$ cat src/modrm_pkg.sv
// mod r/m decode package
// field types, register and segment encodings, width and fsm enums
package modrm_pkg;

    // raw fields of the mod r/m byte
    typedef logic [1:0] mod_t;
    typedef logic [2:0] rm_t;

    // general register index in 386 encoding
    typedef logic [2:0] gpr_idx_t;

    // segment register index in sreg3 encoding
    typedef logic [2:0] sreg_idx_t;

    // displacement length in bytes (0, 1, 2 or 4)
    typedef logic [2:0] disp_len_t;

    // operand width of a register-direct operand
    typedef enum logic [1:0] {
        W_NONE = 2'd0,
        W_8    = 2'd1,
        W_16   = 2'd2,
        W_32   = 2'd3
    } op_width_t;

    // handshake capture fsm
    typedef enum logic {
        ST_IDLE = 1'b0,
        ST_ACK  = 1'b1
    } capture_state_t;

    // segment registers used by the default segment rule
    localparam sreg_idx_t SREG_SS = 3'd2;
    localparam sreg_idx_t SREG_DS = 3'd3;

    // base/index registers of the 16-bit table
    localparam gpr_idx_t GPR_BX = 3'd3;
    localparam gpr_idx_t GPR_BP = 3'd5;
    localparam gpr_idx_t GPR_SI = 3'd6;
    localparam gpr_idx_t GPR_DI = 3'd7;
    // 32-bit name that shares the BP code
    localparam gpr_idx_t GPR_EBP = GPR_BP;

    // mod value for register-direct
    localparam mod_t MOD_REG = 2'd3;

    // special r/m codes
    localparam rm_t RM_SIB      = 3'd4;
    localparam rm_t RM32_DIRECT = 3'd5;
    localparam rm_t RM16_DIRECT = 3'd6;

    // displacement lengths
    localparam disp_len_t DISP_0  = 3'd0;
    localparam disp_len_t DISP_8  = 3'd1;
    localparam disp_len_t DISP_16 = 3'd2;
    localparam disp_len_t DISP_32 = 3'd4;

endpackage

$ cat src/modrm_ea16_decode.sv
// 16-bit effective address decode
// maps mod and r/m to segment, base, index and displacement length
`timescale 1ns/100ps

module modrm_ea16_decode (
    input  modrm_pkg::mod_t      i_mod,
    input  modrm_pkg::rm_t       i_rm,
    output modrm_pkg::sreg_idx_t o_seg,
    output logic                 o_base_present,
    output modrm_pkg::gpr_idx_t  o_base,
    output logic                 o_index_present,
    output modrm_pkg::gpr_idx_t  o_index,
    output modrm_pkg::disp_len_t o_disp_len
);

    // mod 0 with r/m 6 is a bare disp16 without bp
    logic direct16;

    assign direct16 = (i_mod == 2'b00) && (i_rm == modrm_pkg::RM16_DIRECT);

    // base/index table
    // mod 3 outcome does not matter here
    always_comb begin
        o_base_present  = 1'b0;
        o_base          = '0;
        o_index_present = 1'b0;
        o_index         = '0;
        case (i_rm)
            3'd0, 3'd1: begin
                // bx+si / bx+di
                o_base_present  = 1'b1;
                o_base          = modrm_pkg::GPR_BX;
                o_index_present = 1'b1;
                o_index         = i_rm[0] ? modrm_pkg::GPR_DI : modrm_pkg::GPR_SI;
            end
            3'd2, 3'd3: begin
                // bp+si / bp+di
                o_base_present  = 1'b1;
                o_base          = modrm_pkg::GPR_BP;
                o_index_present = 1'b1;
                o_index         = i_rm[0] ? modrm_pkg::GPR_DI : modrm_pkg::GPR_SI;
            end
            3'd4, 3'd5: begin
                // si or di alone
                o_index_present = 1'b1;
                o_index         = i_rm[0] ? modrm_pkg::GPR_DI : modrm_pkg::GPR_SI;
            end
            3'd6: begin
                o_base_present = ~direct16;
                o_base         = direct16 ? '0 : modrm_pkg::GPR_BP;
            end
            default: begin
                // r/m 7 is bx alone
                o_base_present = 1'b1;
                o_base         = modrm_pkg::GPR_BX;
            end
        endcase
    end

    // bp as base implies the stack segment
    assign o_seg = (o_base_present && (o_base == modrm_pkg::GPR_BP)) ?
                   modrm_pkg::SREG_SS : modrm_pkg::SREG_DS;

    // displacement follows mod plus the direct form
    always_comb begin
        case (i_mod)
            2'b00:   o_disp_len = direct16 ? modrm_pkg::DISP_16 : modrm_pkg::DISP_0;
            2'b01:   o_disp_len = modrm_pkg::DISP_8;
            2'b10:   o_disp_len = modrm_pkg::DISP_16;
            default: o_disp_len = modrm_pkg::DISP_0;
        endcase
    end

endmodule

$ cat src/modrm_ea32_decode.sv
// 32-bit effective address decode
// r/m register as base, sib escape on r/m 4 and disp32 direct form
`timescale 1ns/100ps

module modrm_ea32_decode (
    input  modrm_pkg::mod_t      i_mod,
    input  modrm_pkg::rm_t       i_rm,
    output modrm_pkg::sreg_idx_t o_seg,
    output logic                 o_base_present,
    output modrm_pkg::gpr_idx_t  o_base,
    output logic                 o_index_present,
    output modrm_pkg::gpr_idx_t  o_index,
    output logic                 o_sib_present,
    output modrm_pkg::disp_len_t o_disp_len
);

    // mod 0 with r/m 5 is a bare disp32
    logic direct32;

    assign direct32 = (i_mod == 2'b00) && (i_rm == modrm_pkg::RM32_DIRECT);

    // r/m 4 hands base/index over to the sib byte
    assign o_sib_present = (i_rm == modrm_pkg::RM_SIB);

    // base is the r/m register unless sib or direct
    assign o_base_present = ~o_sib_present & ~direct32;
    assign o_base         = o_base_present ? modrm_pkg::gpr_idx_t'(i_rm) : '0;

    // without sib there is never an index in 32-bit mode
    assign o_index_present = 1'b0;
    assign o_index         = '0;

    // ebp base selects ss, sib and direct forms stay on ds
    assign o_seg = (o_base_present && (o_base == modrm_pkg::GPR_EBP)) ?
                   modrm_pkg::SREG_SS : modrm_pkg::SREG_DS;

    // mod 2 carries a full disp32 in this mode
    always_comb begin
        case (i_mod)
            2'b00:   o_disp_len = direct32 ? modrm_pkg::DISP_32 : modrm_pkg::DISP_0;
            2'b01:   o_disp_len = modrm_pkg::DISP_8;
            2'b10:   o_disp_len = modrm_pkg::DISP_32;
            default: o_disp_len = modrm_pkg::DISP_0;
        endcase
    end

endmodule

$ cat src/modrm_reg_operand.sv
// register-direct operand decode
// detects mod 3 and picks the register index and operand width
`timescale 1ns/100ps

module modrm_reg_operand (
    input  modrm_pkg::mod_t       i_mod,
    input  modrm_pkg::rm_t        i_rm,
    input  logic                  i_w_present,
    input  logic                  i_w,
    input  logic                  i_size32,
    output logic                  o_reg_present,
    output modrm_pkg::gpr_idx_t   o_reg_index,
    output modrm_pkg::op_width_t  o_reg_width
);

    // only place where mod 3 is tested
    assign o_reg_present = (i_mod == modrm_pkg::MOD_REG);

    // r/m names the register directly
    assign o_reg_index = modrm_pkg::gpr_idx_t'(i_rm);

    // w=0 forces a byte register, otherwise default size decides
    // no w bit in the opcode means full width
    always_comb begin
        if (i_w_present && !i_w) begin
            o_reg_width = modrm_pkg::W_8;
        end else if (i_size32) begin
            o_reg_width = modrm_pkg::W_32;
        end else begin
            o_reg_width = modrm_pkg::W_16;
        end
    end

endmodule

$ cat src/modrm_capture.sv
// handshake capture stage
// four-phase req/ack fsm, 16/32-bit result select and output registers
`timescale 1ns/100ps

module modrm_capture (
    input  logic                  i_clk,
    input  logic                  i_rst_n,
    input  logic                  i_req,
    output logic                  o_ack,
    input  logic                  i_size32,
    // 16-bit address decode
    input  modrm_pkg::sreg_idx_t  i_e16_seg,
    input  logic                  i_e16_base_present,
    input  modrm_pkg::gpr_idx_t   i_e16_base,
    input  logic                  i_e16_index_present,
    input  modrm_pkg::gpr_idx_t   i_e16_index,
    input  modrm_pkg::disp_len_t  i_e16_disp_len,
    // 32-bit address decode
    input  modrm_pkg::sreg_idx_t  i_e32_seg,
    input  logic                  i_e32_base_present,
    input  modrm_pkg::gpr_idx_t   i_e32_base,
    input  logic                  i_e32_index_present,
    input  modrm_pkg::gpr_idx_t   i_e32_index,
    input  logic                  i_e32_sib_present,
    input  modrm_pkg::disp_len_t  i_e32_disp_len,
    // register operand decode
    input  logic                  i_reg_present,
    input  modrm_pkg::gpr_idx_t   i_reg_index,
    input  modrm_pkg::op_width_t  i_reg_width,
    // held results
    output modrm_pkg::sreg_idx_t  o_seg,
    output logic                  o_base_present,
    output modrm_pkg::gpr_idx_t   o_base,
    output logic                  o_index_present,
    output modrm_pkg::gpr_idx_t   o_index,
    output logic                  o_sib_present,
    output modrm_pkg::disp_len_t  o_disp_len,
    output logic                  o_reg_present,
    output modrm_pkg::gpr_idx_t   o_reg_index,
    output modrm_pkg::op_width_t  o_reg_width
);

    modrm_pkg::capture_state_t state;

    // selected and masked result, loaded on capture
    modrm_pkg::sreg_idx_t  nxt_seg;
    logic                  nxt_base_present;
    modrm_pkg::gpr_idx_t   nxt_base;
    logic                  nxt_index_present;
    modrm_pkg::gpr_idx_t   nxt_index;
    logic                  nxt_sib_present;
    modrm_pkg::disp_len_t  nxt_disp_len;
    modrm_pkg::gpr_idx_t   nxt_reg_index;

    logic capture;

    // new request seen while idle
    assign capture = (state == modrm_pkg::ST_IDLE) && i_req;

    assign o_ack = (state == modrm_pkg::ST_ACK);

    // 16/32 select before register-direct clears the memory side
    always_comb begin
        if (i_size32) begin
            nxt_seg           = i_e32_seg;
            nxt_base_present  = i_e32_base_present;
            nxt_base          = i_e32_base;
            nxt_index_present = i_e32_index_present;
            nxt_index         = i_e32_index;
            nxt_sib_present   = i_e32_sib_present;
            nxt_disp_len      = i_e32_disp_len;
        end else begin
            nxt_seg           = i_e16_seg;
            nxt_base_present  = i_e16_base_present;
            nxt_base          = i_e16_base;
            nxt_index_present = i_e16_index_present;
            nxt_index         = i_e16_index;
            // no sib byte in 16-bit addressing
            nxt_sib_present   = 1'b0;
            nxt_disp_len      = i_e16_disp_len;
        end
        // memory forms report register index 0
        nxt_reg_index = i_reg_present ? i_reg_index : '0;
        if (i_reg_present) begin
            nxt_seg           = '0;
            nxt_base_present  = 1'b0;
            nxt_base          = '0;
            nxt_index_present = 1'b0;
            nxt_index         = '0;
            nxt_sib_present   = 1'b0;
            nxt_disp_len      = modrm_pkg::DISP_0;
        end
    end

    // idle to ack on req high and back to idle on req low
    always_ff @(posedge i_clk or negedge i_rst_n) begin
        if (!i_rst_n) begin
            state <= modrm_pkg::ST_IDLE;
        end else begin
            case (state)
                modrm_pkg::ST_IDLE: begin
                    if (i_req) begin
                        state <= modrm_pkg::ST_ACK;
                    end
                end
                default: begin
                    if (!i_req) begin
                        state <= modrm_pkg::ST_IDLE;
                    end
                end
            endcase
        end
    end

    // outputs hold between captures
    always_ff @(posedge i_clk or negedge i_rst_n) begin
        if (!i_rst_n) begin
            o_seg           <= '0;
            o_base_present  <= 1'b0;
            o_base          <= '0;
            o_index_present <= 1'b0;
            o_index         <= '0;
            o_sib_present   <= 1'b0;
            o_disp_len      <= modrm_pkg::DISP_0;
            o_reg_present   <= 1'b0;
            o_reg_index     <= '0;
            o_reg_width     <= modrm_pkg::W_NONE;
        end else if (capture) begin
            o_seg           <= nxt_seg;
            o_base_present  <= nxt_base_present;
            o_base          <= nxt_base;
            o_index_present <= nxt_index_present;
            o_index         <= nxt_index;
            o_sib_present   <= nxt_sib_present;
            o_disp_len      <= nxt_disp_len;
            o_reg_present   <= i_reg_present;
            o_reg_index     <= nxt_reg_index;
            // width is reported for memory forms too
            o_reg_width     <= i_reg_width;
        end
    end

endmodule

$ cat src/modrm_decode_top.sv
// mod r/m decode top level
// three combinational decoders feeding one handshake capture stage
`timescale 1ns/100ps

module modrm_decode_top (
    input  logic                  i_clk,
    input  logic                  i_rst_n,
    input  logic                  i_req,
    output logic                  o_ack,
    input  modrm_pkg::mod_t       i_mod,
    input  modrm_pkg::rm_t        i_rm,
    input  logic                  i_w_present,
    input  logic                  i_w,
    input  logic                  i_size32,
    output modrm_pkg::sreg_idx_t  o_seg,
    output logic                  o_base_present,
    output modrm_pkg::gpr_idx_t   o_base,
    output logic                  o_index_present,
    output modrm_pkg::gpr_idx_t   o_index,
    output logic                  o_sib_present,
    output modrm_pkg::disp_len_t  o_disp_len,
    output logic                  o_reg_present,
    output modrm_pkg::gpr_idx_t   o_reg_index,
    output modrm_pkg::op_width_t  o_reg_width
);

    // 16-bit decode results
    modrm_pkg::sreg_idx_t  e16_seg;
    logic                  e16_base_present;
    modrm_pkg::gpr_idx_t   e16_base;
    logic                  e16_index_present;
    modrm_pkg::gpr_idx_t   e16_index;
    modrm_pkg::disp_len_t  e16_disp_len;

    // 32-bit decode results
    modrm_pkg::sreg_idx_t  e32_seg;
    logic                  e32_base_present;
    modrm_pkg::gpr_idx_t   e32_base;
    logic                  e32_index_present;
    modrm_pkg::gpr_idx_t   e32_index;
    logic                  e32_sib_present;
    modrm_pkg::disp_len_t  e32_disp_len;

    // register operand
    logic                  reg_present;
    modrm_pkg::gpr_idx_t   reg_index;
    modrm_pkg::op_width_t  reg_width;

    modrm_ea16_decode modrm_ea16_decode_inst (
        .i_mod           (i_mod),
        .i_rm            (i_rm),
        .o_seg           (e16_seg),
        .o_base_present  (e16_base_present),
        .o_base          (e16_base),
        .o_index_present (e16_index_present),
        .o_index         (e16_index),
        .o_disp_len      (e16_disp_len)
    );

    modrm_ea32_decode modrm_ea32_decode_inst (
        .i_mod           (i_mod),
        .i_rm            (i_rm),
        .o_seg           (e32_seg),
        .o_base_present  (e32_base_present),
        .o_base          (e32_base),
        .o_index_present (e32_index_present),
        .o_index         (e32_index),
        .o_sib_present   (e32_sib_present),
        .o_disp_len      (e32_disp_len)
    );

    modrm_reg_operand modrm_reg_operand_inst (
        .i_mod         (i_mod),
        .i_rm          (i_rm),
        .i_w_present   (i_w_present),
        .i_w           (i_w),
        .i_size32      (i_size32),
        .o_reg_present (reg_present),
        .o_reg_index   (reg_index),
        .o_reg_width   (reg_width)
    );

    modrm_capture modrm_capture_inst (
        .i_clk               (i_clk),
        .i_rst_n             (i_rst_n),
        .i_req               (i_req),
        .o_ack               (o_ack),
        .i_size32            (i_size32),
        .i_e16_seg           (e16_seg),
        .i_e16_base_present  (e16_base_present),
        .i_e16_base          (e16_base),
        .i_e16_index_present (e16_index_present),
        .i_e16_index         (e16_index),
        .i_e16_disp_len      (e16_disp_len),
        .i_e32_seg           (e32_seg),
        .i_e32_base_present  (e32_base_present),
        .i_e32_base          (e32_base),
        .i_e32_index_present (e32_index_present),
        .i_e32_index         (e32_index),
        .i_e32_sib_present   (e32_sib_present),
        .i_e32_disp_len      (e32_disp_len),
        .i_reg_present       (reg_present),
        .i_reg_index         (reg_index),
        .i_reg_width         (reg_width),
        .o_seg               (o_seg),
        .o_base_present      (o_base_present),
        .o_base              (o_base),
        .o_index_present     (o_index_present),
        .o_index             (o_index),
        .o_sib_present       (o_sib_present),
        .o_disp_len          (o_disp_len),
        .o_reg_present       (o_reg_present),
        .o_reg_index         (o_reg_index),
        .o_reg_width         (o_reg_width)
    );

endmodule

$ cat config.mk
export PLATFORM = sky130hd
export DESIGN_NAME = modrm_decode_top
export DESIGN_NICKNAME = d
export VERILOG_FILES = /design/src/modrm_pkg.sv /design/src/modrm_ea16_decode.sv /design/src/modrm_ea32_decode.sv /design/src/modrm_reg_operand.sv /design/src/modrm_capture.sv /design/src/modrm_decode_top.sv
export SDC_FILE = /design/constraint.sdc
export NUM_CORES = 1
export LEC_CHECK = 0
export ABC_AREA = 1
export ABC_CLOCK_PERIOD_IN_PS = 2600
export BUFFER_PORTS_ARGS = -buffer_cell sky130_fd_sc_hd__clkbuf_2
export CAP_MARGIN = 20
export CORE_MARGIN = 2
export CORE_UTILIZATION = 51
export DETAILED_ROUTE_END_ITERATION = 8
export GPL_ROUTABILITY_DRIVEN = 0
export PLACE_DENSITY = 0.91
export RECOVER_POWER = 100
export SLEW_MARGIN = 5
export SYNTH_ARGS = -nofsm -noshare
export SYNTH_HDL_FRONTEND = slang
export SYNTH_SLANG_ARGS = --single-unit
$ cat constraint.sdc
create_clock -name i_clk -period 2.6 [get_ports i_clk]
set_clock_uncertainty 0.1 [all_clocks]
set_input_delay 0.52 -clock i_clk [delete_from_list [all_inputs] [get_ports i_clk]]
set_output_delay 0.52 -clock i_clk [all_outputs]
set_load 0.05 [all_outputs]
### Word level (Yosys, flattened, before mapping)

Index checks and enable logic that the tools add are counted.

| word-level totals | value |
|---|---|
| register bits after elaboration | 22 |
| input port bits | 11 |
| output and inout port bits | 22 |
| logic and storage cells | 70 |

| operators by class | value |
|---|---|
| equality and inequality tests | 11 |
| muxes and demuxes | 31 |
| bitwise operators | 5 |
| reductions and logical operators | 12 |

Operators by type and width:

| kind | number |
|---|---|
| $mux W3 | 12 |
| $pmux W3 S3 | 3 |
| $eq A3 B3 Y1 const B | 5 |
| $mux W1 | 13 |
| $eq A3 B2 Y1 const B | 2 |
| $logic_and A1 B1 Y1 | 6 |
| $reduce_or A6 Y1 | 1 |
| $eq A2 B2 Y1 const B | 2 |
| $mux W2 | 2 |
| $not A1 Y1 | 4 |
| $reduce_or A2 Y1 | 2 |
| $eq A3 B1 Y1 const B | 1 |
| $logic_not A3 Y1 | 1 |
| $eq A2 B1 Y1 const B | 1 |
| $logic_not A2 Y1 | 1 |
| $pmux W1 S2 | 1 |
| $and A1 B1 Y1 | 1 |
| $logic_not A1 Y1 | 1 |

### Depth between registers and ports, before layout

Gate-level depths: netlist (run 1).

| depth | value |
|---|---|
| depth after elaboration | 10 |
| gate-level depth with buffers | 8 |
| depth with buffers taken out | 8 |

### Hierarchy

Synthesis (run 1) repeated with hierarchy kept, for this count alone.

| second synthesis, totals | value |
|---|---|
| cells, all modules | 206 |
| area total of the unflattened synthesis | 1,435.1 sq um |

Modules (own cells, without submodules):

| module | times used | cells each | area each (sq um) | seq. area each (sq um) |
|---|---|---|---|---|
| modrm_capture | 1 | 139 | 1,094.8 | 550.5 |
| modrm_ea16_decode | 1 | 30 | 145.1 | 0.0 |
| modrm_ea32_decode | 1 | 28 | 145.1 | 0.0 |
| modrm_reg_operand | 1 | 9 | 50.0 | 0.0 |

### Worst setup path after synthesis (run 1)

OpenSTA, ideal clock, no wires.

| timing path | value |
|---|---|
| kind | reg-to-output |
| start | register modrm_capture_inst.o_index[1] |
| end | output o_index[1] |
| data arrival time | 0.922 ns |
| required time | 1.980 ns |
| slack | 1.058 ns |
| stages on the path, launching flop included | 2 |
| path buffers | 1 |
| cell sequence | dfrtp_1 -> buf_4 |

RTL lines:

| what | RTL line | RTL |
|---|---|---|
| start, declared | modrm_capture.sv:35 | `output modrm_pkg::gpr_idx_t o_index,` |
| start signal, assigned | modrm_capture.sv:133 | `o_index <= nxt_index;` |
| end, declared | modrm_decode_top.sv:19 | `output modrm_pkg::gpr_idx_t o_index,` |

No word-level cell between the ends.

### Worst setup path in the final report (run 1)

| timing path | value |
|---|---|
| start | register modrm_capture_inst.o_index[1] |
| end | output o_index[1] |

No word-level cell between the ends.

==> summary.md, run 1 <==
| Metric | Value |
|---|---|
| Top FF cell, synth | dfrtp_1 |
| R2r endpoint | modrm_capture_inst.o_disp_len[0] |
| Crit-path cells | clkbuf_1 |
| HPWL Detailed | 1510 um |
| Crit path required time | 1.98 ns |
| R2r setup slk | 0.93 ns |
| Pleak | 0.556 nW |
| Clock share of power | 20.0% |
| Crit path DAT | 1.17 ns |
| VDD IR max | 0.396 mV |
| Crit path kind | reg2out |
| R2R Path Start | modrm_capture_inst.o_ack |
| Wire length on met3 | 96 um |
| Root Driver | clkbuf_4 |
| Vias in the first global route | 737 |
| H-tree depth | 1 |
| Period utilization | 68.7% |
| Power density cells | 693 nW/um^2 |
| Die area | 2140 um^2 |
| Layout Nets | 155 |
| Die width | 46.2 um |
| Top Metal Used | met4 |
| Final Hold Violating Endpoints | 0 |
| Critical path capture point type | output pin |
| DRT iter0 DRCs | 27 |
| Fin crit period | 1.79 ns |
| DR vias | 850 |
| Area grow syn2layout | 14.4% |
| Core area | 1710 um^2 |
| RSZ-0062 raised after global routing | no |
| I/O Buffers | 31 |
| R2r worst-path depth | 3 |
| Bufs on Longest Clock Path | 2 |
| M1 WL | 866 um |
| Die Y | 46.2 um |
| Placed cell count | 164 |
| Unique masters post-synth | 18 |
| Source of the worst hold timing path | i_req |
| Max Freq | 560 MHz |
| Initial antenna violation count | 0 |
| Hold-fix buffers at CTS | 0 |
| Most common library cells after synthesis | nand2_1, dfrtp_1, nand3_1 |
| Clock sink count | 19 |
| Antenna diode count | 0 |
| Synthesized area per cell | 8.05 um^2 |
| Slew @ Worst Pin | 0.982 ns |
| Setup bufs post-CTS | 0 |
| CTS tree | yes |
| First-pass GRT wire length | 3190 um |
| Yosys Warn Count | 0 |
| Layout cells sized above 1 | 11.9% |
| Skew-Pair Late Insertion Delay | 0.28 ns |
| Clock Pin Slew Worst Setup and Hold Paths | 0.10 ns |
| #FFs+latches synth | 19 |
| Slew Viols, Final | 0 |
| Post-synth EDFFs | 0 |
| Setup_tns | 0 ns |
| Layout Cells excl Fill | 168 |
| Top-count cell post-synth | nand2_1 |
| GRT Overall Usage | 21.0% |
| Most area-consuming cells after synthesis | dfrtp_1, nand2_1, nand3_1, inv_1, o21ai_0 |
| Core Util, Final | 61.0% |
| FP Rows | 15 |
| Hold Crit Endpoint | modrm_capture_inst.o_ack |
| Crit-path slowest cell | clkbuf_1 |
| Routed wl met2 | 1060 um |
| Sequential Power Share | 47.6% |
| Type of origin of the critical path | flip-flop |
| Max-cap violations | 0 |
| Seq/Total Area, Yosys | 52.3% |
| Mapped cell area | 910 um^2 |
| Max_slew headroom | 34.5% |
| Initial Util | 53.3% |
| Comb power frac | 32.4% |
| DR WL/cell | 12.1 um |
| HP Class | in2reg |
| Vias per cell | 5.06 |
| Final ANT Viol Nets | 0 |
| Wirelength, routed | 2040 um |
| Top-area cell type share of the netlist area | 52.3% |
| Syn Nets | 124 |
| Sw frac | 41.1% |
| Endpoints failing setup | 0 |
| Total gr overflow | 0 |
| Cell count after synthesis | 113 |
| Post-CTS sizing | 0 |
| CTS Buf Count | 3 |
| Hold path cells | 1 |
| Post-synth top area cell | dfrtp_1 |
| CP max FO | 4 |
| # DRC | 0 |
| Sw Pwr | 0.296 mW |
| Post-synth ARST share | 100% |
| Pin count of the biggest net entering global routing | 20 |
| 1st-pass router iterations | 4 |
| Internal | 0.425 mW |
| Slowest stage delay, CP | 0.48 ns |
| IO Pins | 33 |
| Status | finished, final reports clean |
| CP bufs+invs | 1 |
| Largest delay share family, worst path | buffers and inverters |
## flip-flops by register name, summed over array words and instances (netlist names)
register,cells
modrm_capture_inst.o_sib_present,1
modrm_capture_inst.o_ack,1
modrm_capture_inst.o_index,2
modrm_capture_inst.o_base,3
modrm_capture_inst.o_reg_index,3
modrm_capture_inst.o_base_present,1
modrm_capture_inst.o_reg_present,1
modrm_capture_inst.o_reg_width,2
modrm_capture_inst.o_disp_len,3
modrm_capture_inst.o_seg,2
## area by class of cell
cell class / count / area [um^2]
clock buffers: 4 / 26.3
fillers: 169 / 667
inverters: 12 / 45.0
multi-input cells: 77 / 337
flip-flops and latches: 19 / 475
well taps: 25 / 31.3
repair buffers: 31 / 126
## placed cells by master (no fill, tap or decap), types with 2 or more instances in the layout
| cell | count |
|---|---|
| inv_2 | 2 |
| nand2_1 | 44 |
| dfrtp_1 | 19 |
| a21oi_1 | 2 |
| nand2_2 | 3 |
| clkbuf_2 | 8 |
| nor2_1 | 3 |
| clkbuf_1 | 24 |
| o21ai_0 | 7 |
| inv_1 | 10 |
| nand3_1 | 13 |
| clkbuf_4 | 3 |
## per-layer routing
| layer | vias to the layer above | GRT usage [%] |
|---|---|---|
| li1 | 409 | - |
| met2 | 28 | 33.6 |
| met4 | 0 | 8.00 |
| met1 | 411 | 27.1 |
| met5 | - | 0 |
| met3 | 2 | 5.49 |
## per-stage QoR
step	setup WS [ns]	total power, mW	instance area (um^2)	hold slack [ns]
global route	0.760	0.756	1040	0.250
CTS	0.986	0.736	1080	0.0764
detailed placement	1.13	0.594	1050	0.367
floorplan	1.06	0.537	910	0.124
global placement	1.18	0.587	1050	0.356
finish	0.814	0.721	1040	0.251
## worst max-delay path by stage
stage          slack (ns)                          start  cells past startpoint                          endpoint
2_1_floorplan        1.06  modrm_capture_inst.o_index[1]                      1                        o_index[1]
3_3_place_gp         1.18                          i_req                      5  modrm_capture_inst.o_disp_len[0]
3_5_place_dp         1.13                          i_req                      7     modrm_capture_inst.o_index[0]
4_1_cts              0.99       modrm_capture_inst.o_ack                      1                             o_ack
5_1_grt              0.76       modrm_capture_inst.o_ack                      3  modrm_capture_inst.o_disp_len[0]
6_report             0.81  modrm_capture_inst.o_index[1]                      1                        o_index[1]
## cells by family (layout without fill, tap and decap cells)
group / Yosys count / in the layout / synth area share, %
buf+inv: 17 / 47 / 9.90
flops: 19 / 19 / 52.3
compound gates: 11 / 11 / 6.47
simple gates: 65 / 65 / 31.0
other cells: 1 / 1 / 0.412
## power by group through the flow
stage / clock network, mW / registers (mW) / logic [mW]
detailed placement: 0 / 0.350 / 0.244
finish: 0.144 / 0.343 / 0.234
global placement: 0 / 0.348 / 0.240
CTS: 0.147 / 0.344 / 0.245
global route: 0.159 / 0.347 / 0.250
floorplan: 0 / 0.459 / 0.0780
Note: power is estimated with default switching activity, not from simulation.
==> inputs of run 2 (changes only) <==
--- a/config.mk
+++ b/config.mk
@@ -6,14 +6,14 @@
 export NUM_CORES = 1
 export LEC_CHECK = 0
 export ABC_AREA = 1
-export ABC_CLOCK_PERIOD_IN_PS = 2600
+export ABC_CLOCK_PERIOD_IN_PS = 1600
 export BUFFER_PORTS_ARGS = -buffer_cell sky130_fd_sc_hd__clkbuf_2
 export CAP_MARGIN = 20
 export CORE_MARGIN = 2
-export CORE_UTILIZATION = 51
+export CORE_UTILIZATION = 43
 export DETAILED_ROUTE_END_ITERATION = 8
 export GPL_ROUTABILITY_DRIVEN = 0
-export PLACE_DENSITY = 0.91
+export PLACE_DENSITY = 0.83
 export RECOVER_POWER = 100
 export SLEW_MARGIN = 5
 export SYNTH_ARGS = -nofsm -noshare
==> constraint.sdc (replaced) <==
create_clock -name i_clk -period 1.6 [get_ports i_clk]
set_clock_uncertainty 0.1 [all_clocks]
set_input_delay 0.32 -clock i_clk [delete_from_list [all_inputs] [get_ports i_clk]]
set_output_delay 0.32 -clock i_clk [all_outputs]
set_load 0.05 [all_outputs]
==> summary.md, run 2 (synthesized netlist as in run 1, its figures left out) <==
| Metric | Value |
|---|---|
| Source of the worst hold timing path | i_req |
| Type of origin of the critical path | flip-flop |
| R2R Path Start | modrm_capture_inst.o_ack |
| Place WS | 0.357 ns (-0.768 ns) |
| Wirelength, routed | 1920 um (-5.9%) |
| DR WL/cell | 11.2 um (-7.6%) |
| DRT iter0 DRCs | 22 (-19%) |
| Crit-path slowest cell | dfrtp_1 |
| First-pass GRT wire length | 3240 um (+1.3%) |
| Layout Nets | 156 (+0.65%) |
| R2r worst-path depth | 3 (unchanged) |
| Biggest regs | modrm_capture_inst.o_base x3, modrm_capture_inst.o_disp_len x3, modrm_capture_inst.o_reg_index x3 |
| Final ANT Viol Nets | 0 (unchanged) |
| Core area | 1980 um^2 (+16%) |
| Commonest cells after routing, fill and taps aside | nand2_1, clkbuf_2, dfrtp_1 |
| FILL cells | 187 (+11%) |
| IO Pins | 33 (unchanged) |
| Endpoints failing setup | 0 (unchanged) |
| # DRC | 0 (unchanged) |
| Clock sink count | 19 (unchanged) |
| DR vias | 830 (-2.4%) |
| Skew-Pair Late Insertion Delay | 0.30 ns (+0.02 ns) |
| Multi-input gate area | 344 um^2 (+2.2%) |
| R2r endpoint | modrm_capture_inst.o_disp_len[0] |
| CP max FO | 2 (-2) |
| Layout cells sized above 1 | 29.2% (+17 points) |
| Antenna diode count | 0 (unchanged) |
| Status | finished, final reports clean |
| Hold Crit Endpoint | modrm_capture_inst.o_ack |
| Hold path cells | 1 (unchanged) |
| Critical path capture point type | output pin |
| Setup_tns | 0 ns (unchanged) |
| CTS tree | yes |
| Power, Total | 1.19 mW (+66%) |
| Area grow syn2layout | 19.9% |
| FP Rows | 16 (+1) |
| CP bufs+invs | 1 (unchanged) |
| Largest delay share family, worst path | flip-flops |
| Crit path kind | reg2out |
| Initial antenna violation count | 0 (unchanged) |
| GRT Overall Usage | 17.2% (-3.8 points) |
| Slew Viols, Final | 0 (unchanged) |
| Final setup margin | 0.174 ns (-0.640 ns) |
| Crit path required time | 1.18 ns (-0.80 ns) |
| RSZ-0062 raised after global routing | no |
| Die Y | 50.0 um (+8.1%) |
| HP Class | in2reg |
| Pleak | 0.636 nW (+15%) |
| Root Driver | clkbuf_4 |
| CTS Buf Count | 3 (unchanged) |
| Die width | 50.0 um (+8.1%) |
| R2r setup slk | 0.23 ns (-0.70 ns) |
| HPWL Detailed | 1430 um (-5.1%) |
| Fin crit period | 1.43 ns |
| Power density cells | 1090 nW/um^2 (+58%) |
| Die area | 2500 um^2 (+17%) |
| Slowest stage delay, CP | 0.41 ns (-0.07 ns) |
| Vias per cell | 4.85 (-4.1%) |
| H-tree depth | 1 (unchanged) |
| Max_slew headroom | 64.2% (+30 points) |
| I/O Buffers | 31 (unchanged) |
| Placed cell count | 166 (+1.2%) |
| 1st-pass router iterations | 4 (unchanged) |
| VDD IR max | 0.449 mV (+13%) |
| Bufs on Longest Clock Path | 2 (unchanged) |
| Pin count of the biggest net entering global routing | 20 (unchanged) |
| Vias in the first global route | 750 (+1.8%) |
| Clock Pin Slew Worst Setup and Hold Paths | 0.11 ns (about the same) |
| Commonest non-fill, non-tap cell in the layout | nand2_1 |
| Total gr overflow | 0 (unchanged) |
| Layout Cells excl Fill | 171 (+1.8%) |
| Max Freq | 701 MHz |
| Final Hold Violating Endpoints | 0 (unchanged) |
| Post-CTS sizing | 0 (unchanged) |
| Max-cap violations | 0 (unchanged) |
| Crit-path cells | clkbuf_2 |
| FF+latch area | 475 um^2 (unchanged) |
| Period utilization | 89.1% |
| Crit path DAT | 1.01 ns (-0.16 ns) |
| Initial Util | 45.9% (-7.4 points) |
| Slew @ Worst Pin | 0.536 ns (-0.446 ns) |
[run 2: changes by cell type in the layout (fill, tap and decap cells not counted)]
cell and delta:
clkinv_2 +1, clkbuf_1 -24, nor2_4 +1, nor2_1 -1, clkbuf_2 +23, dlygate4sd3_1 +1
[run 2: how the worst max path moves through the flow]
stage,startpoint,end,slack [ns],depth (start not counted)
CTS,modrm_capture_inst.o_ack,o_ack,0.16,1
global route,modrm_capture_inst.o_ack,modrm_capture_inst.o_disp_len[0],0.12,3
global placement,i_req,modrm_capture_inst.o_index[0],0.36,7
finish,modrm_capture_inst.o_ack,o_ack,0.17,1
floorplan,modrm_capture_inst.o_ack,modrm_capture_inst.o_disp_len[0],0.21,5
detailed placement,i_req,modrm_capture_inst.o_index[0],0.36,7
[run 2: stage by stage]
step	hold WS (ns)	instance area, um^2	util (%)
3_5_place_dp	0.192	1050	53.2
4_1_cts	0.0220	1090	55.1
6_report	0.0274	1090	55.1
5_1_grt	0.0178	1090	55.1
3_3_place_gp	0.189	1050	53.2
2_1_floorplan	-0.0756	910	-
[run 2: routing by layer]
layer	wire (um)	up-vias	share of wire [%]	GRT usage, %
met5	0	-	0	0
met4	58	0	3.0	9.72
li1	-	415	-	-
met1	810	369	42	21.4
met3	132	7	6.9	2.12
met2	914	39	48	28.5
[run 2: layout make-up]
class                      count  area share, %
multi-input combinational     77           31.5
timing repair buffer          32           15.1
tap                           27           3.10
clock buffer                   3           2.06
sequential                    19           43.6
clock inverter                 1          0.459
inverter                      12           4.13
[run 2: timing repair]
| item | 4_1_cts | 5_1_grt |
|---|---|---|
| hold buffers | 1 | 0 |
| setup buffers | 0 | 0 |
| endpoints found under the hold margin | 19 | 0 |
[run 2: power by group]
part / switching [mW] / leakage (nW) / total (mW) / internal (mW)
registers: 0.0278 / 0.242 / 0.558 / 0.530
logic: 0.313 / 0.377 / 0.395 / 0.0820
clock network: 0.148 / 0.0177 / 0.241 / 0.0933
==> inputs of run 3 (changes only) <==
--- a/config.mk
+++ b/config.mk
@@ -6,14 +6,15 @@
 export NUM_CORES = 1
 export LEC_CHECK = 0
 export ABC_AREA = 1
-export ABC_CLOCK_PERIOD_IN_PS = 1600
+export ABC_CLOCK_PERIOD_IN_PS = 1400
 export BUFFER_PORTS_ARGS = -buffer_cell sky130_fd_sc_hd__clkbuf_2
 export CAP_MARGIN = 20
-export CORE_MARGIN = 2
-export CORE_UTILIZATION = 43
+export CORE_MARGIN = 3
+export CORE_UTILIZATION = 47
 export DETAILED_ROUTE_END_ITERATION = 8
 export GPL_ROUTABILITY_DRIVEN = 0
-export PLACE_DENSITY = 0.83
+export HOLD_SLACK_MARGIN = 0.03
+export PLACE_DENSITY = 0.85
 export RECOVER_POWER = 100
 export SLEW_MARGIN = 5
 export SYNTH_ARGS = -nofsm -noshare
==> constraint.sdc (replaced) <==
create_clock -name i_clk -period 1.4 [get_ports i_clk]
set_clock_uncertainty 0.1 [all_clocks]
set_input_delay 0.28 -clock i_clk [delete_from_list [all_inputs] [get_ports i_clk]]
set_output_delay 0.28 -clock i_clk [all_outputs]
set_load 0.05 [all_outputs]
==> summary.md, run 3 (synthesized netlist as in run 1, its figures left out) <==
| Metric | Value |
|---|---|
| VDD IR max | 0.644 mV (+43%) |
| Period utilization | 96.4% |
| Clock sink count | 19 (unchanged) |
| I/O Buffers | 31 (unchanged) |
| FF+latch area | 475 um^2 (unchanged) |
| M1 WL | 834 um (+3.0%) |
| Setup_tns | 0 ns (unchanged) |
| Layout Nets | 157 (+0.64%) |
| Core area | 1780 um^2 (-10%) |
| Type of origin of the critical path | flip-flop |
| Commonest cells after routing, fill and taps aside | nand2_1, clkbuf_2, dfrtp_1 |
| First-pass GRT wire length | 3460 um (+7.0%) |
| H-tree depth | 1 (unchanged) |
| 1st-pass router iterations | 4 (unchanged) |
| Power density cells | 1260 nW/um^2 (+15%) |
| Biggest regs | modrm_capture_inst.o_base x3, modrm_capture_inst.o_disp_len x3, modrm_capture_inst.o_reg_index x3 |
| HP Class | in2reg |
| Root Driver | clkbuf_4 |
| CP max FO | 2 (unchanged) |
| Routed wl met2 | 955 um (+4.5%) |
| Critical path capture point type | output pin |
| CTS tree | yes |
| CP endpoint | o_disp_len[1] |
| Wirelength, routed | 1980 um (+3.4%) |
| DRT iter0 DRCs | 57 (+160%) |
| Max Freq | 741 MHz |
| Crit-path cells | clkbuf_2 |
| Die Y | 50.0 um (about the same) |
| DR WL/cell | 11.6 um (+4.0%) |
| Initial antenna violation count | 0 (unchanged) |
| GRT Overall Usage | 17.9% (+0.72 points) |
| R2r endpoint | modrm_capture_inst.o_index[0] |
| CP bufs+invs | 1 (unchanged) |
| Layout cells sized above 1 | 27.6% (-1.6 points) |
| Fin crit period | 1.35 ns |
| FP Rows | 15 (-1) |
| Pin count of the biggest net entering global routing | 20 (unchanged) |
| Top Metal Used | met4 |
| Instance count on the critical path | 1 (unchanged) |
| IO Pins | 33 (unchanged) |
| Die area | 2500 um^2 (about the same) |
| FILL cells | 147 (-21%) |
| Antenna diode count | 0 (unchanged) |
| DR vias | 883 (+6.4%) |
| Critical Path Source | modrm_capture_inst.o_disp_len[1] |
| Initial Util | 51.0% (+5.1 points) |
| Wire length on met3 | 128 um (-3.0%) |
| Bufs on Longest Clock Path | 2 (unchanged) |
| Area grow syn2layout | 20.5% |
| Vias per cell | 5.19 (+7.0%) |
| # DRC | 0 (unchanged) |
| Crit path required time | 1.02 ns (-0.16 ns) |
| Crit path kind | reg2out |
| Multi-input gate area | 342 um^2 (-0.73%) |
| Setup bufs post-CTS | 0 (unchanged) |
| Core Util, Final | 61.5% (+6.4 points) |
| R2R Path Start | modrm_capture_inst.o_ack |
| Pleak | 0.636 nW (about the same) |
| Vias in the first global route | 827 (+10%) |
| Skew-Pair Late Insertion Delay | 0.30 ns (about the same) |
| RSZ-0062 raised after global routing | no |
| CTS Buf Count | 3 (unchanged) |
| Crit path DAT | 0.97 ns (-0.04 ns) |
| Die width | 50.0 um (about the same) |
| Crit-path slowest cell | dfrtp_1 |
| Largest delay share family, worst path | flip-flops |
| Max-cap violations | 0 (unchanged) |
| Slowest stage delay, CP | 0.38 ns (-0.03 ns) |
| HPWL Detailed | 1490 um (+4.5%) |
| Source of the worst hold timing path | i_mod[1] |
| Commonest non-fill, non-tap cell in the layout | nand2_1 |
| Status | finished, final reports clean |
| Slew Viols, Final | 0 (unchanged) |
| Clock Pin Slew Worst Setup and Hold Paths | 0.12 ns (about the same) |
| R2r worst-path depth | 5 (+2) |
| Final Hold Violating Endpoints | 0 (unchanged) |
| Endpoints failing setup | 0 (unchanged) |
| Total gr overflow | 0 (unchanged) |
| R2r setup slk | 0.12 ns (-0.11 ns) |
| Final ANT Viol Nets | 0 (unchanged) |
## run 3: changes by cell type in the layout (fill, tap and decap cells not counted), sizes merged
cell / before / now
clkbuf: 34 / 32
clkinv: 1 / 0
buf: 0 / 3
dlygate4sd3: 1 / 2
## run 3: timing repair
action	in CTS	in global routing
hold buffers	2	0
endpoints found under the hold margin	20	0
gates resized for setup	0	5
endpoints found under the setup margin	0	4
## run 3: final cells by class
type / count / area share, %
inverter: 12 / 4.11
sequential: 19 / 43.4
timing repair buffer: 33 / 16.1
clock buffer: 4 / 2.40
tap: 25 / 2.85
multi-input combinational: 77 / 31.2
## run 3: per-layer routing
layer	GRT usage, %	vias up
met2	29.8	43
met1	22.4	418
met3	3.02	9
met5	0	-
li1	-	413
met4	8.29	0
## run 3: worst min-delay path by stage
stage / to / slack (ns) / cells past startpoint
floorplan: modrm_capture_inst.o_ack / -0.12 / 0
detailed placement: modrm_capture_inst.o_disp_len[0] / 0.16 / 1
global route: modrm_capture_inst.o_disp_len[0] / 0.13 / 2
finish: modrm_capture_inst.o_disp_len[0] / 0.12 / 2
global placement: modrm_capture_inst.o_disp_len[2] / 0.14 / 1
CTS: modrm_capture_inst.o_disp_len[0] / 0.13 / 2
## run 3: power by group
| part | switching [mW] | internal [mW] | leakage, nW |
|---|---|---|---|
| logic | 0.360 | 0.0963 | 0.379 |
| clock network | 0.176 | 0.111 | 0.0150 |
| registers | 0.0316 | 0.605 | 0.242 |
## run 3: stage by stage
stage / setup slack [ns] / cells / hold slack, ns / power [mW] / instance area, um^2
detailed placement: 0.190 / 164 / 0.156 / 1.10 / 1050
global placement: 0.248 / 164 / 0.143 / 1.09 / 1050
global route: 0.0100 / 170 / 0.134 / 1.44 / 1100
floorplan: 0.0110 / 113 / -0.116 / 0.997 / 910
CTS: 0.0114 / 170 / 0.126 / 1.38 / 1100
finish: 0.0507 / 170 / 0.116 / 1.38 / 1100
